**src/common/iir_pkg.sv**
```systemverilog
`default_nettype none

package iir_pkg;

  // sample word, signed q4.23
  localparam int samp_int  = 4;
  localparam int samp_frac = 23;
  localparam int samp_w    = samp_int + samp_frac;

  // coefficient word, signed q2.14
  localparam int coeff_int  = 2;
  localparam int coeff_frac = 14;
  localparam int coeff_w    = coeff_int + coeff_frac;

  // recursive state and accumulator, signed q8.24
  localparam int rec_int  = 8;
  localparam int rec_frac = 24;
  localparam int rec_w    = rec_int + rec_frac;

  // product widths of the feedback and output multipliers
  localparam int prod_w = rec_w + coeff_w;

  localparam int num_sections  = 3;
  localparam int section_idx_w = 2;

  // per-sample schedule
  typedef enum logic [1:0] {
    IDLE,
    MAC0,
    MAC1,
    COMMIT
  } seq_state_e;

  // coefficient select on the write bus, code 3 unused
  typedef enum logic [1:0] {
    TAP_A1 = 2'd0,
    TAP_A2 = 2'd1,
    TAP_B1 = 2'd2
  } coeff_tap_e;

endpackage

`default_nettype wire

```
**src/common/sos_ctrl_if.sv**
```systemverilog
`timescale 1ns/1ps
`default_nettype none

interface sos_ctrl_if;
  import iir_pkg::*;

  // step strobes
  logic acc_clr;
  logic mac_en;
  logic mac_sel;
  logic commit;

  // coefficient write bus
  logic                     cw_en;
  logic [section_idx_w-1:0] cw_section;
  coeff_tap_e               cw_tap;
  logic [coeff_w-1:0]       cw_data;

  modport master (
    output acc_clr,
    output mac_en,
    output mac_sel,
    output commit,
    output cw_en,
    output cw_section,
    output cw_tap,
    output cw_data
  );

  modport section (
    input acc_clr,
    input mac_en,
    input mac_sel,
    input commit,
    input cw_en,
    input cw_section,
    input cw_tap,
    input cw_data
  );

endinterface

`default_nettype wire

```
**src/sos_sequencer.sv**
```systemverilog
`timescale 1ns/1ps
`default_nettype none

module sos_sequencer (
  input  logic                               i_clk,
  input  logic                               acc_rst,
  input  logic                               in_valid,
  input  logic                               coeff_we,
  input  logic [iir_pkg::section_idx_w-1:0]  coeff_section,
  input  iir_pkg::coeff_tap_e                coeff_tap,
  input  logic [iir_pkg::coeff_w-1:0]        coeff_data,
  output logic                               out_valid,
  sos_ctrl_if.master                         ctrl
);
  import iir_pkg::*;

  seq_state_e state;
  seq_state_e state_nxt;
  logic       accept;

  // one-entry write buffer
  logic                     pend_valid;
  logic [section_idx_w-1:0] pend_section;
  coeff_tap_e               pend_tap;
  logic [coeff_w-1:0]       pend_data;

  assign accept = (state == IDLE) && in_valid;

  always_comb begin
    state_nxt = state;
    case (state)
      IDLE:    state_nxt = in_valid ? MAC0 : IDLE;
      MAC0:    state_nxt = MAC1;
      MAC1:    state_nxt = COMMIT;
      COMMIT:  state_nxt = IDLE;
      default: state_nxt = IDLE;
    endcase
  end

  always_ff @(posedge i_clk or negedge acc_rst) begin
    if (!acc_rst) begin
      state     <= IDLE;
      out_valid <= 1'b0;
    end else begin
      state     <= state_nxt;
      out_valid <= (state == COMMIT);
    end
  end

  // a newer write replaces the pending one
  always_ff @(posedge i_clk or negedge acc_rst) begin
    if (!acc_rst) begin
      pend_valid <= 1'b0;
    end else if (coeff_we) begin
      pend_valid <= 1'b1;
    end else if (state == IDLE) begin
      pend_valid <= 1'b0;
    end
  end

  always_ff @(posedge i_clk) begin
    if (coeff_we) begin
      pend_section <= coeff_section;
      pend_tap     <= coeff_tap;
      pend_data    <= coeff_data;
    end
  end

  assign ctrl.acc_clr = accept;
  assign ctrl.mac_en  = (state == MAC0) || (state == MAC1);
  assign ctrl.mac_sel = (state == MAC1);
  assign ctrl.commit  = (state == COMMIT);

  // writes land only between samples
  assign ctrl.cw_en      = pend_valid && (state == IDLE);
  assign ctrl.cw_section = pend_section;
  assign ctrl.cw_tap     = pend_tap;
  assign ctrl.cw_data    = pend_data;

endmodule

`default_nettype wire

```
**src/flat_wrapper.sv**
```systemverilog
// flat-port wrapper written by rule: the top's interface ports become plain ports
module sos_sequencer_flat import iir_pkg::*;
  (i_clk, acc_rst, in_valid, coeff_we, coeff_section, coeff_tap, coeff_data, out_valid, ctrl_acc_clr, ctrl_mac_en, ctrl_mac_sel, ctrl_commit, ctrl_cw_en, ctrl_cw_section, ctrl_cw_tap, ctrl_cw_data);
  sos_ctrl_if ctrl_i ();
  input  logic i_clk;
  input  logic acc_rst;
  input  logic in_valid;
  input  logic coeff_we;
  input  logic [iir_pkg::section_idx_w-1:0] coeff_section;
  input  iir_pkg::coeff_tap_e coeff_tap;
  input  logic [iir_pkg::coeff_w-1:0] coeff_data;
  output logic out_valid;
  output wire logic [$bits(ctrl_i.acc_clr)-1:0] ctrl_acc_clr;
  output wire logic [$bits(ctrl_i.mac_en)-1:0] ctrl_mac_en;
  output wire logic [$bits(ctrl_i.mac_sel)-1:0] ctrl_mac_sel;
  output wire logic [$bits(ctrl_i.commit)-1:0] ctrl_commit;
  output wire logic [$bits(ctrl_i.cw_en)-1:0] ctrl_cw_en;
  output wire logic [$bits(ctrl_i.cw_section)-1:0] ctrl_cw_section;
  output wire logic [$bits(ctrl_i.cw_tap)-1:0] ctrl_cw_tap;
  output wire logic [$bits(ctrl_i.cw_data)-1:0] ctrl_cw_data;
  assign ctrl_acc_clr = ctrl_i.acc_clr;
  assign ctrl_mac_en = ctrl_i.mac_en;
  assign ctrl_mac_sel = ctrl_i.mac_sel;
  assign ctrl_commit = ctrl_i.commit;
  assign ctrl_cw_en = ctrl_i.cw_en;
  assign ctrl_cw_section = ctrl_i.cw_section;
  assign ctrl_cw_tap = ctrl_i.cw_tap;
  assign ctrl_cw_data = ctrl_i.cw_data;
  sos_sequencer u_core (.i_clk(i_clk), .acc_rst(acc_rst), .in_valid(in_valid), .coeff_we(coeff_we), .coeff_section(coeff_section), .coeff_tap(coeff_tap), .coeff_data(coeff_data), .out_valid(out_valid), .ctrl(ctrl_i));
endmodule
```
**config.mk**
```make
export PLATFORM = sky130hd
export DESIGN_NAME = sos_sequencer_flat
export DESIGN_NICKNAME = d
export VERILOG_FILES = /design/src/common/iir_pkg.sv /design/src/common/sos_ctrl_if.sv /design/src/sos_sequencer.sv /design/src/flat_wrapper.sv
export SDC_FILE = /design/constraint.sdc
export NUM_CORES = 1
export LEC_CHECK = 0
export BUFFER_PORTS_ARGS = -buffer_cell sky130_fd_sc_hd__buf_2
export CAP_MARGIN = 20
export CORE_MARGIN = 2
export CORE_UTILIZATION = 43
export CTS_BUF_LIST = sky130_fd_sc_hd__clkbuf_8 sky130_fd_sc_hd__clkbuf_16
export CTS_CLUSTER_SIZE = 20
export DETAILED_ROUTE_END_ITERATION = 6
export GPL_TIMING_DRIVEN = 0
export HOLD_SLACK_MARGIN = 0.12
export PLACE_DENSITY = 0.91
export SYNTH_ARGS = -nofsm -noshare
export SYNTH_HDL_FRONTEND = slang
export SYNTH_SLANG_ARGS = --single-unit
```
**constraint.sdc**
```tcl
create_clock -name i_clk -period 1.8 [get_ports i_clk]
set_clock_uncertainty 0.1 [all_clocks]
set_input_delay 0.09 -clock i_clk [delete_from_list [all_inputs] [get_ports i_clk]]
set_output_delay 0.09 -clock i_clk [all_outputs]
set_load 0.05 [all_outputs]
```
==> PnR_summary.wiki <==
{| class="wikitable"
! Metric !! Value
|-
| Max-Cap Viols || 0
|-
| Final number of max-transition violations || 0
|-
| Slew at the pin closest to its max-slew limit || 0.448 ns
|-
| Setup violators final || 0
|-
| Vertical die dimension || 47.1 um
|-
| Final sum of negative setup slack || 0 ns
|-
| DRC violation count after routing || 0
|-
| Synth area leader || edfxtp_1
|-
| Overflow after GRT || 0
|-
| Post-detail-place hpwl || 1190 um
|-
| Summed instance area of the synthesized netlist || 797 um^2
|-
| Top routing layer in use || met4
|-
| Leakage power total || about 0.63 nW
|-
| Setup crit start kind || register
|-
| Wire length on met1 || 731 um
|-
| GP Congestion || 0.673
|-
| Mapped Nets || 63
|-
| Vias || 588
|-
| Leading post-synthesis cells by cell area || edfxtp_1 (75%), dfrtp_1 (13%), ha_1 (6.3%)
|-
| Unrepaired setup endpoints after global routing || no
|-
| Number of I/O pins || 50
|-
| Post-cts resize count || 0
|-
| Met2 layer wire length in the routed design || 1010 um
|-
| Sequential share of the synthesized area || 0.879
|-
| Hold-fix buffer count after cts || 23
|-
| Fraction of the cycle the final worst path needs || 0.844
|-
| Sink of the worst hold path || u_core.ctrl.cw_data[12]
|-
| Worst Path Max Fanout || 3
|-
| Post-detailed-route count of antenna-violating nets || 0
|-
| Hold violation total from the final report || 0
|-
| First-iteration detailed-routing DRC count || 2
|-
| Path class of the lowest-slack min-delay path || in2reg
|-
| Depth of the worst register-to-register path || 3
|-
| Fraction of layout cells with a size suffix above 1 || 0.486
|-
| Synthesized area per cell || 22.8 um^2
|-
| Path type of the worst setup path || reg2out
|-
| Top-area cell type share of the netlist area || 0.754
|-
| Tot GR Track Use || 0.186
|-
| Power density of the placed cells || 1310 nW/um^2
|-
| Buffer levels on the longest clock path || 2
|-
| Highest ir drop seen on vdd || between 1 and 1.5 mV
|-
| Area added between synthesis and finish || 70.5%
|-
| DR pass1 iterations || 2
|-
| Start point of the worst min-delay path || coeff_we
|-
| Worst hold path cell count || 1
|-
| Achievable Freq || 658 MHz
|-
| Yosys warns || 0
|-
| Core Region || 1730 um^2
|-
| Std cell rows || 15
|-
| Setup crit end kind || primary output
|-
| Vias per std cell || 4.32
|-
| Clock latency of the later-clocked register in the worst-skew pair || approximately 0.25 ns
|-
| Clk pin slew, worst setup/hold paths || roughly 0.080 ns
|-
| Vias in the first global route || 598
|-
| Final critical delay including setup and external delays || 1.52 ns
|-
| Flop2flop setup slack || 0.62 ns
|-
| Routed wire length per instance || 14.5 um
|-
| Number of H-tree branching levels || 1
|-
| Root cell of the clock tree || clkbuf_8
|-
| Run status || finished, final reports clean
|-
| Endpoint of the worst-slack reg-to-reg timing path || u_core.state[0]
|-
| Cell count after placement || 109
|-
| Global-route wire length before repair || ~2800 um
|-
| Crit path launch || u_core.state[0]
|-
| Initial Utilization || 0.462
|-
| Endpoint required time on the critical path || 1.61 ns
|-
| Buffer count from post-CTS setup fixing || 0
|-
| Clock buffers created by TritonCTS || 3
|-
| Remaining max-slew budget at the tightest pin || 0.701
|-
| Count of cell types in the netlist || 7
|-
| Reg-to-reg critical path startpoint || u_core.state[0]
|-
| WL final || around 2000 um
|-
| Diode insertion count for antenna repair || 0
|-
| Arrival time at the worst endpoint || 1.33 ns
|-
| Final cell count without fillers || 136
|-
| Number of standard cells after synthesis || 35
|-
| Post-synthesis register bit count || 24
|-
| Die area || 2210 um^2
|-
| Horizontal extent of the die || 47.1 um
|-
| Routed length on met3 || 203 um
|-
| Number of sinks driven by the clock tree || 24
|-
| Maximum number of pins on one net before global-route repair || 22
|-
| Input/output buffers || slightly below 50
|-
| Number of antenna violations at the first check in global routing || 0
|-
| TritonCTS clock tree || yes
|-
| Final nets || 140
|}
## worst max-delay path, cell delays in order (launching register included)
cell,delay [ns]
dfrtp_1,0.39
inv_1,0.11
ha_1,0.19
and2_1,0.13
buf_2,0.26
## registers in the layout, summed over array words and instances, names as in the netlist
signal	cells
u_core.pend_valid	1
u_core.out_valid	1
u_core.state	2
u_core.ctrl.cw_tap	2
u_core.ctrl.cw_data	16
u_core.ctrl.cw_section	2
## per-layer routing
metal	GRT usage	up-vias
li1	-	277
met1	0.209	272
met2	0.353	37
met3	0.0500	2
met4	0.0333	0
met5	0	-
## how the worst max path moves through the flow
stage,endpoint,slack [ns]
CTS,ctrl_acc_clr,0.27
finish,ctrl_acc_clr,0.28
detailed placement,ctrl_acc_clr,0.55
floorplan,u_core.state[0],0.47
global placement,ctrl_cw_en,0.58
global route,ctrl_acc_clr,0.21
## cells by family after synthesis
family | Yosys count | share of synthesized area
AO/OA/AOI/OAI | 1 | 0.00942
adder cells (fa/ha/maj) | 4 | 0.0628
buffers and inverters | 3 | 0.0141
AND/OR/NAND/NOR | 2 | 0.0157
flip-flops | 24 | 0.879
multiplexers | 1 | 0.0188
## synth_stat cells (all sizes together)
cell type  count
inv            3
a21o           1
mux2           1
ha             4
and2           2
edfxtp        20
dfrtp          4
## per-stage QoR
step / util / hold slack, ns / worst slack [ns] / total power [mW] / area, um^2
after floorplan: - / -0.306 / 0.472 / 1.26 / 797
after global placement: 0.622 / -0.201 / 0.580 / 1.38 / 1070
after detailed placement: 0.622 / -0.195 / 0.554 / 1.41 / 1070
after CTS: 0.787 / 0.203 / 0.265 / 1.78 / 1360
after global routing: 0.787 / 0.223 / 0.210 / 1.85 / 1360
final: 0.787 / 0.205 / 0.280 / 1.78 / 1360
## layout by cell type, fill, tap and decap left out, drive strengths merged
cell type and count:
a21o 1, and2 2, buf 49, clkbuf 4
dfrtp 4, dlygate4sd3 23, edfxtp 20, ha 4
inv 3, mux2 1
## report_power, final
group          internal [mW]  switching, mW  total (mW)
combinational          0.192          0.521       0.713
sequential             0.684         0.0332       0.717
clock                  0.195          0.156       0.351
## cell type report
| class | instances | area (um^2) |
|---|---|---|
| Sequential cell | 24 | 701 |
| Timing Repair Buffer | 72 | 475 |
| Fill cell | 107 | 368 |
| Multi-Input combinational cell | 8 | 85.1 |
| Clock buffer | 4 | 55.1 |
| Tap cell | 25 | 31.3 |
| Inverter | 3 | 11.3 |
Note: power is estimated with default switching activity, not from simulation.
