File: src/common/iir_pkg.sv
`default_nettype none

package iir_pkg;

  // sample word, signed q4.23
  localparam int samp_int  = 4;
  localparam int samp_frac = 23;
  localparam int samp_w    = samp_int + samp_frac;

  // coefficient word, signed q2.14
  localparam int coeff_int  = 2;
  localparam int coeff_frac = 14;
  localparam int coeff_w    = coeff_int + coeff_frac;

  // recursive state and accumulator, signed q8.24
  localparam int rec_int  = 8;
  localparam int rec_frac = 24;
  localparam int rec_w    = rec_int + rec_frac;

  // product widths of the feedback and output multipliers
  localparam int prod_w = rec_w + coeff_w;

  localparam int num_sections  = 3;
  localparam int section_idx_w = 2;

  // per-sample schedule
  typedef enum logic [1:0] {
    IDLE,
    MAC0,
    MAC1,
    COMMIT
  } seq_state_e;

  // coefficient select on the write bus, code 3 unused
  typedef enum logic [1:0] {
    TAP_A1 = 2'd0,
    TAP_A2 = 2'd1,
    TAP_B1 = 2'd2
  } coeff_tap_e;

endpackage

`default_nettype wire

File: src/common/sos_ctrl_if.sv
`timescale 1ns/1ps
`default_nettype none

interface sos_ctrl_if;
  import iir_pkg::*;

  // step strobes
  logic acc_clr;
  logic mac_en;
  logic mac_sel;
  logic commit;

  // coefficient write bus
  logic                     cw_en;
  logic [section_idx_w-1:0] cw_section;
  coeff_tap_e               cw_tap;
  logic [coeff_w-1:0]       cw_data;

  modport master (
    output acc_clr,
    output mac_en,
    output mac_sel,
    output commit,
    output cw_en,
    output cw_section,
    output cw_tap,
    output cw_data
  );

  modport section (
    input acc_clr,
    input mac_en,
    input mac_sel,
    input commit,
    input cw_en,
    input cw_section,
    input cw_tap,
    input cw_data
  );

endinterface

`default_nettype wire

File: src/sos/iir_sos.sv
`timescale 1ns/1ps
`default_nettype none

module iir_sos #(
  parameter int unsigned section_id = 0
) (
  input  logic                        i_clk,
  input  logic                        acc_rst,
  input  logic [iir_pkg::samp_w-1:0]  din,
  sos_ctrl_if.section                 ctrl,
  output logic [iir_pkg::samp_w-1:0]  dout
);
  import iir_pkg::*;

  localparam logic [section_idx_w-1:0] my_section = section_idx_w'(section_id);
  localparam int guard_w = rec_int - samp_int;

  localparam logic [samp_w-1:0] samp_max = {1'b0, {(samp_w-1){1'b1}}};
  localparam logic [samp_w-1:0] samp_min = {1'b1, {(samp_w-1){1'b0}}};

  logic signed [coeff_w-1:0] a1;
  logic signed [coeff_w-1:0] a2;
  logic signed [coeff_w-1:0] b1;

  // w[n-1], w[n-2]
  logic signed [rec_w-1:0] w1;
  logic signed [rec_w-1:0] w2;
  logic signed [rec_w-1:0] acc;

  // error feedback residue per tap
  logic [coeff_frac-1:0] res [0:1];

  logic signed [rec_w-1:0]   sel_w;
  logic signed [coeff_w-1:0] sel_a;
  logic [coeff_frac-1:0]     sel_res;

  logic signed [prod_w-1:0] a_prod;
  logic [rec_w:0]           a_prod_top;
  logic [rec_w:0]           a_prod_inc;
  logic signed [rec_w-1:0]  a_prod_rnd;

  logic signed [prod_w-1:0] b_prod;
  logic [rec_w:0]           b_prod_top;
  logic [rec_w:0]           b_prod_inc;
  logic signed [rec_w-1:0]  b_prod_rnd;

  logic signed [rec_w-1:0] din_ext;
  logic signed [rec_w-1:0] w_new;
  logic signed [rec_w-1:0] y;

  logic [samp_w:0]     y_top;
  logic [samp_w:0]     y_inc;
  logic [guard_w-1:0]  y_guard;
  logic                ovf_pos;
  logic                ovf_neg;
  logic [samp_w-1:0]   y_sat;

  // tap mux for the shared feedback multiplier
  assign sel_w   = ctrl.mac_sel ? w2 : w1;
  assign sel_a   = ctrl.mac_sel ? a2 : a1;
  assign sel_res = ctrl.mac_sel ? res[1] : res[0];

  assign a_prod = sel_w * sel_a + $signed({{(prod_w-coeff_frac){1'b0}}, sel_res});

  // half-up rounding, one bit below the rec_frac lsb
  assign a_prod_top = a_prod[rec_w+coeff_frac-1 -: rec_w+1];
  assign a_prod_inc = a_prod_top + 1'b1;
  assign a_prod_rnd = a_prod_inc[rec_w:1];

  // output tap b1 on the old w[n-1]
  assign b_prod     = w1 * b1;
  assign b_prod_top = b_prod[rec_w+coeff_frac-1 -: rec_w+1];
  assign b_prod_inc = b_prod_top + 1'b1;
  assign b_prod_rnd = b_prod_inc[rec_w:1];

  // input aligned to the recursive format
  assign din_ext = {{guard_w{din[samp_w-1]}}, din, {(rec_frac-samp_frac){1'b0}}};

  assign w_new = din_ext + acc;
  assign y     = w_new + b_prod_rnd + w2;

  // round y to samp_frac
  assign y_top = y[samp_int+rec_frac-1 -: samp_w+1];
  assign y_inc = y_top + 1'b1;

  assign y_guard = y[rec_w-2 -: guard_w];

  // rounding can also carry a positive value past the top code
  assign ovf_pos = !y[rec_w-1] && ((|y_guard) || (!y_top[samp_w] && y_inc[samp_w]));
  assign ovf_neg = y[rec_w-1] && !(&y_guard);

  always_comb begin
    if (ovf_pos) begin
      y_sat = samp_max;
    end else if (ovf_neg) begin
      y_sat = samp_min;
    end else begin
      y_sat = y_inc[samp_w:1];
    end
  end

  always_ff @(posedge i_clk or negedge acc_rst) begin
    if (!acc_rst) begin
      a1 <= '0;
      a2 <= '0;
      b1 <= '0;
    end else if (ctrl.cw_en && (ctrl.cw_section == my_section)) begin
      case (ctrl.cw_tap)
        TAP_A1: a1 <= ctrl.cw_data;
        TAP_A2: a2 <= ctrl.cw_data;
        TAP_B1: b1 <= ctrl.cw_data;
        default: begin
        end
      endcase
    end
  end

  always_ff @(posedge i_clk or negedge acc_rst) begin
    if (!acc_rst) begin
      acc <= '0;
    end else if (ctrl.acc_clr) begin
      acc <= '0;
    end else if (ctrl.mac_en) begin
      acc <= acc + a_prod_rnd;
    end
  end

  // discarded fraction of each tap feeds its next product
  always_ff @(posedge i_clk or negedge acc_rst) begin
    if (!acc_rst) begin
      res[0] <= '0;
      res[1] <= '0;
    end else if (ctrl.mac_en) begin
      if (ctrl.mac_sel) begin
        res[1] <= a_prod[coeff_frac-1:0];
      end else begin
        res[0] <= a_prod[coeff_frac-1:0];
      end
    end
  end

  always_ff @(posedge i_clk or negedge acc_rst) begin
    if (!acc_rst) begin
      w1   <= '0;
      w2   <= '0;
      dout <= '0;
    end else if (ctrl.commit) begin
      w1   <= w_new;
      w2   <= w1;
      dout <= y_sat;
    end
  end

endmodule

`default_nettype wire

File: src/flat_wrapper.sv
// flat-port wrapper written by rule: the top's interface ports become plain ports
module iir_sos_flat import iir_pkg::*;
#(
  parameter int unsigned section_id = 0
)
  (i_clk, acc_rst, din, dout, ctrl_acc_clr, ctrl_mac_en, ctrl_mac_sel, ctrl_commit, ctrl_cw_en, ctrl_cw_section, ctrl_cw_tap, ctrl_cw_data);
  sos_ctrl_if ctrl_i ();
  input  logic i_clk;
  input  logic acc_rst;
  input  logic [iir_pkg::samp_w-1:0] din;
  output logic [iir_pkg::samp_w-1:0] dout;
  input wire logic [$bits(ctrl_i.acc_clr)-1:0] ctrl_acc_clr;
  input wire logic [$bits(ctrl_i.mac_en)-1:0] ctrl_mac_en;
  input wire logic [$bits(ctrl_i.mac_sel)-1:0] ctrl_mac_sel;
  input wire logic [$bits(ctrl_i.commit)-1:0] ctrl_commit;
  input wire logic [$bits(ctrl_i.cw_en)-1:0] ctrl_cw_en;
  input wire logic [$bits(ctrl_i.cw_section)-1:0] ctrl_cw_section;
  input wire logic [$bits(ctrl_i.cw_tap)-1:0] ctrl_cw_tap;
  input wire logic [$bits(ctrl_i.cw_data)-1:0] ctrl_cw_data;
  assign ctrl_i.acc_clr = ctrl_acc_clr;
  assign ctrl_i.mac_en = ctrl_mac_en;
  assign ctrl_i.mac_sel = ctrl_mac_sel;
  assign ctrl_i.commit = ctrl_commit;
  assign ctrl_i.cw_en = ctrl_cw_en;
  assign ctrl_i.cw_section = ctrl_cw_section;
  assign ctrl_i.cw_tap = ctrl_cw_tap;
  assign ctrl_i.cw_data = ctrl_cw_data;
  iir_sos #(.section_id(section_id)) u_core (.i_clk(i_clk), .acc_rst(acc_rst), .din(din), .ctrl(ctrl_i), .dout(dout));
endmodule
File: config.mk
export PLATFORM = sky130hd
export DESIGN_NAME = iir_sos_flat
export DESIGN_NICKNAME = d
export VERILOG_FILES = /design/src/common/iir_pkg.sv /design/src/common/sos_ctrl_if.sv /design/src/sos/iir_sos.sv /design/src/flat_wrapper.sv
export SDC_FILE = /design/constraint.sdc
export NUM_CORES = 2
export LEC_CHECK = 0
export BUFFER_PORTS_ARGS = -buffer_cell sky130_fd_sc_hd__buf_2
export CORE_ASPECT_RATIO = 0.6
export CORE_MARGIN = 1.5
export CORE_UTILIZATION = 35
export CTS_CLUSTER_SIZE = 12
export DETAILED_ROUTE_END_ITERATION = 7
export SLEW_MARGIN = 10
export SYNTH_ARGS = -nofsm -noshare
export SYNTH_HDL_FRONTEND = slang
export SYNTH_SLANG_ARGS = --single-unit
File: constraint.sdc
create_clock -name i_clk -period 15 [get_ports i_clk]
set_clock_uncertainty 0.05 [all_clocks]
set_input_delay 0.75 -clock i_clk [delete_from_list [all_inputs] [get_ports i_clk]]
set_output_delay 0.75 -clock i_clk [all_outputs]
set_load 0.02 [all_outputs]
==> metrics <==
status finished, final reports clean; Longest Clk Path Bufs 2; M1 wire length roughly 80000 um; # rows 107; Pins Over Slew Limit 0; filler cell count in the final layout 14400; Critical Path Slowest Stage Cell clkinv_1; pre-CTS setup slack approximately 2.3 ns; Post-Synthesis Cells around 5600; RSZ-0062 raised after global routing false; placer congestion estimate roughly 0.95; fin crit share 87.5%; Synth area leader fa_1; max-cap violation count 0; Met3 Routed Length 17400 um; Yosys cell types 98; clock sink total 199; WS Path Type reg -> reg; total gr overflow 0; port bufs 80; Num CTS Buffers 17; # hold bufs at CTS 0; P&R area growth vs syn 6.22%; Tmin final roughly 13 ns; via density per instance 5.20; Setup-failing EPs final 0; dpl hpwl 131000 um; CP peak stage delay 0.72 ns; DR WL met2 between 50000 and 60000 um; Hold Crit Class in -> async; Yosys reg bits roughly 200; Final #Nets between 6000 and 7000; Chip Width between 400 and 500 um; DRT antenna net count 0; post-synthesis sequential area ratio 9.93%; Post-Syn Nets about 6900; Initial Util a little over a third; CP most frequent cell fa_1; worst-skew pair later-pin latency roughly 0.54 ns; CP Max Fanout 26; critical path arrival ~13 ns; # resized after CTS 0; gr usage total 22.1%; first-pass GRT wire length roughly 250000 um; top cell type's share of synthesized area between 30% and 40%; Initial DRT Pass Iterations 6; top post-synthesis cells by area fa_1, dfrtp_1, inv_1; detailed router's first-iteration violation count about 3500; CP Data Required Time ~15 ns; Post-CTS Setup Bufs 0; DR vias around 39000; CTS Root Cell clkbuf_16; worst setup margin about 1.9 ns; Mapped Area 50100 sq um; final hold violation count 0; Post-synth EDFFs 0; Avg Synthesized Cell Area around 9 sq um; H-tree Lvls 4; layout cells sized above 1 under 10%; Die Ht slightly below 300 um; cell family with most CP delay adder cells; Top Metal Used met5; core area approximately 140000 sq um; ys async rst share 100%; Reg clk slew, reported paths between 0.1 and 0.15 ns; fmax around 0.076 GHz; DRC viols 0; # IOs 81; WL/cell 21.0 um; Max-slew headroom 14.4%; Crit. End Element flop; initial antenna violation count 8; total wire length approximately 160000 um; number of global-route vias before repair roughly 39000; die area ~150000 sq um; largest net degree at the start of global routing between 100 and 150; post-route setup TNS 0 ns; Ys Warns 0; CTS tree done; ys flop type dfrtp_1; worst slew pin tran around 1.3 ns; crit path buf inv count 5; type of origin of the critical path flop
==> path summary, 6_finish.rpt <==
path                                  from              to  slack [ns]  cells past startpoint
hold / removal                     acc_rst  u_core.acc[20]        0.17                      1
min in group i_clk         ctrl_cw_data[2]    u_core.b1[2]        0.43                      2
hold reg to reg             u_core.res[13]  u_core.res[13]        0.44                      2
setup reg to reg             u_core.b1[15]  u_core.dout[5]        1.87                     39
setup / recovery             u_core.b1[15]  u_core.dout[5]        1.87                     39
max in group asynchronous          acc_rst   u_core.b1[12]       13.47                      2
==> cell usage in the layout (no fill, tap or decap), drive strengths merged, types with 18 or more instances in the layout <==
| cell type | Yosys | routed |
|---|---|---|
| a211oi | 24 | 24 |
| a21o | 70 | 70 |
| a21oi | 165 | 165 |
| a31oi | 21 | 21 |
| and2 | 212 | 212 |
| and3 | 22 | 22 |
| buf | 26 | 149 |
| dfrtp | 199 | 199 |
| fa | 991 | 991 |
| ha | 306 | 306 |
| inv | 1108 | 1117 |
| mux2 | 147 | 147 |
| mux2i | 77 | 77 |
| nand2 | 799 | 799 |
| nand2b | 36 | 36 |
| nand3 | 57 | 57 |
| nand4 | 30 | 30 |
| nor2 | 325 | 325 |
| nor2b | 24 | 24 |
| nor3 | 37 | 37 |
| o211ai | 18 | 18 |
| o21a | 41 | 41 |
| o21ai | 118 | 118 |
| o221ai | 27 | 27 |
| xnor2 | 161 | 161 |
| xor2 | 93 | 93 |
==> worst register-to-register path, delay by kind of cell, from the launching register on <==
family,cells,cell delay [ns]
buffers and inverters,5,1.19
AND/OR/NAND/NOR,9,3.11
AO/OA/AOI/OAI,13,3.67
adder cells (fa/ha/maj),10,4.29
XOR/XNOR,2,0.34
flip-flops,1,0.34
==> kinds of logic (layout without fill, tap and decap cells) <==
logic type / count (synthesis) / after routing / synth area share, %
flops: 199 / 199 / 9.93
mux: 224 / 224 / 4.84
xor+xnor: 256 / 256 / 4.54
buf+inv: 1350 / 1290 / 10.2
fa+ha+maj: 1297 / 1297 / 47.2
simple gates: 1640 / 1640 / 15.0
compound gates: 605 / 605 / 8.34
other cells: 0 / 4 / 0
==> state kept, by name, summed over array words and instances, names as in the netlist <==
signal and count:
u_core.res 28, u_core.dout 27, u_core.w2 32, u_core.b1 16, u_core.w1 32, u_core.a1 16
u_core.acc 32, u_core.a2 16
==> cells in the mapped netlist, drive strengths merged (24+ instances only) <==
| master | instances |
|---|---|
| ha | 306 |
| nand2b | 36 |
| buf | 26 |
| nand3 | 57 |
| nand2 | 799 |
| nor3 | 37 |
| nand4 | 30 |
| mux2 | 147 |
| a21o | 70 |
| o21a | 41 |
| a21oi | 165 |
| o21ai | 118 |
| xnor2 | 161 |
| inv | 1108 |
| clkbuf | 215 |
| dfrtp | 199 |
| mux2i | 77 |
| fa | 991 |
| o221ai | 27 |
| and2 | 212 |
| nor2b | 24 |
| xor2 | 93 |
| nor2 | 325 |
| a211oi | 24 |
==> metal layers <==
metal / track usage, % / up-vias
li1: - / 17100
met2: 29.0 / 1583
met3: 6.48 / 86
met5: 0 / -
met4: 3.03 / 6
met1: 35.5 / 19900
==> metrics by stage <==
step                hold WS [ns]  instance area [sq um]  std cells  util, %
floorplan                  0.394                  50100       5571        -
global placement           0.409                  52600       7386     37.0
detailed placement         0.420                  52600       7386     37.0
CTS                        0.174                  53200       7418     37.5
global route               0.208                  53200       7419     37.5
finish                     0.167                  53300       7422     37.5
==> layout make-up <==
| type | count | area (sq um) | share of cell area, % |
|---|---|---|---|
| inverters | 1109 | 4160 | 7.82 |
| well taps | 1907 | 2390 | 4.48 |
| diodes | 4 | 10.0 | 0.0188 |
| multi-input cells | 4022 | 40100 | 75.3 |
| clock inverters | 15 | 218 | 0.409 |
| flip-flops and latches | 199 | 4980 | 9.36 |
| clock buffers | 17 | 425 | 0.799 |
| repair buffers | 149 | 946 | 1.78 |
Power is left out: the tool's default activity adds up to more than one toggle a clock period on the data nets, which glitch-free logic cannot reach.
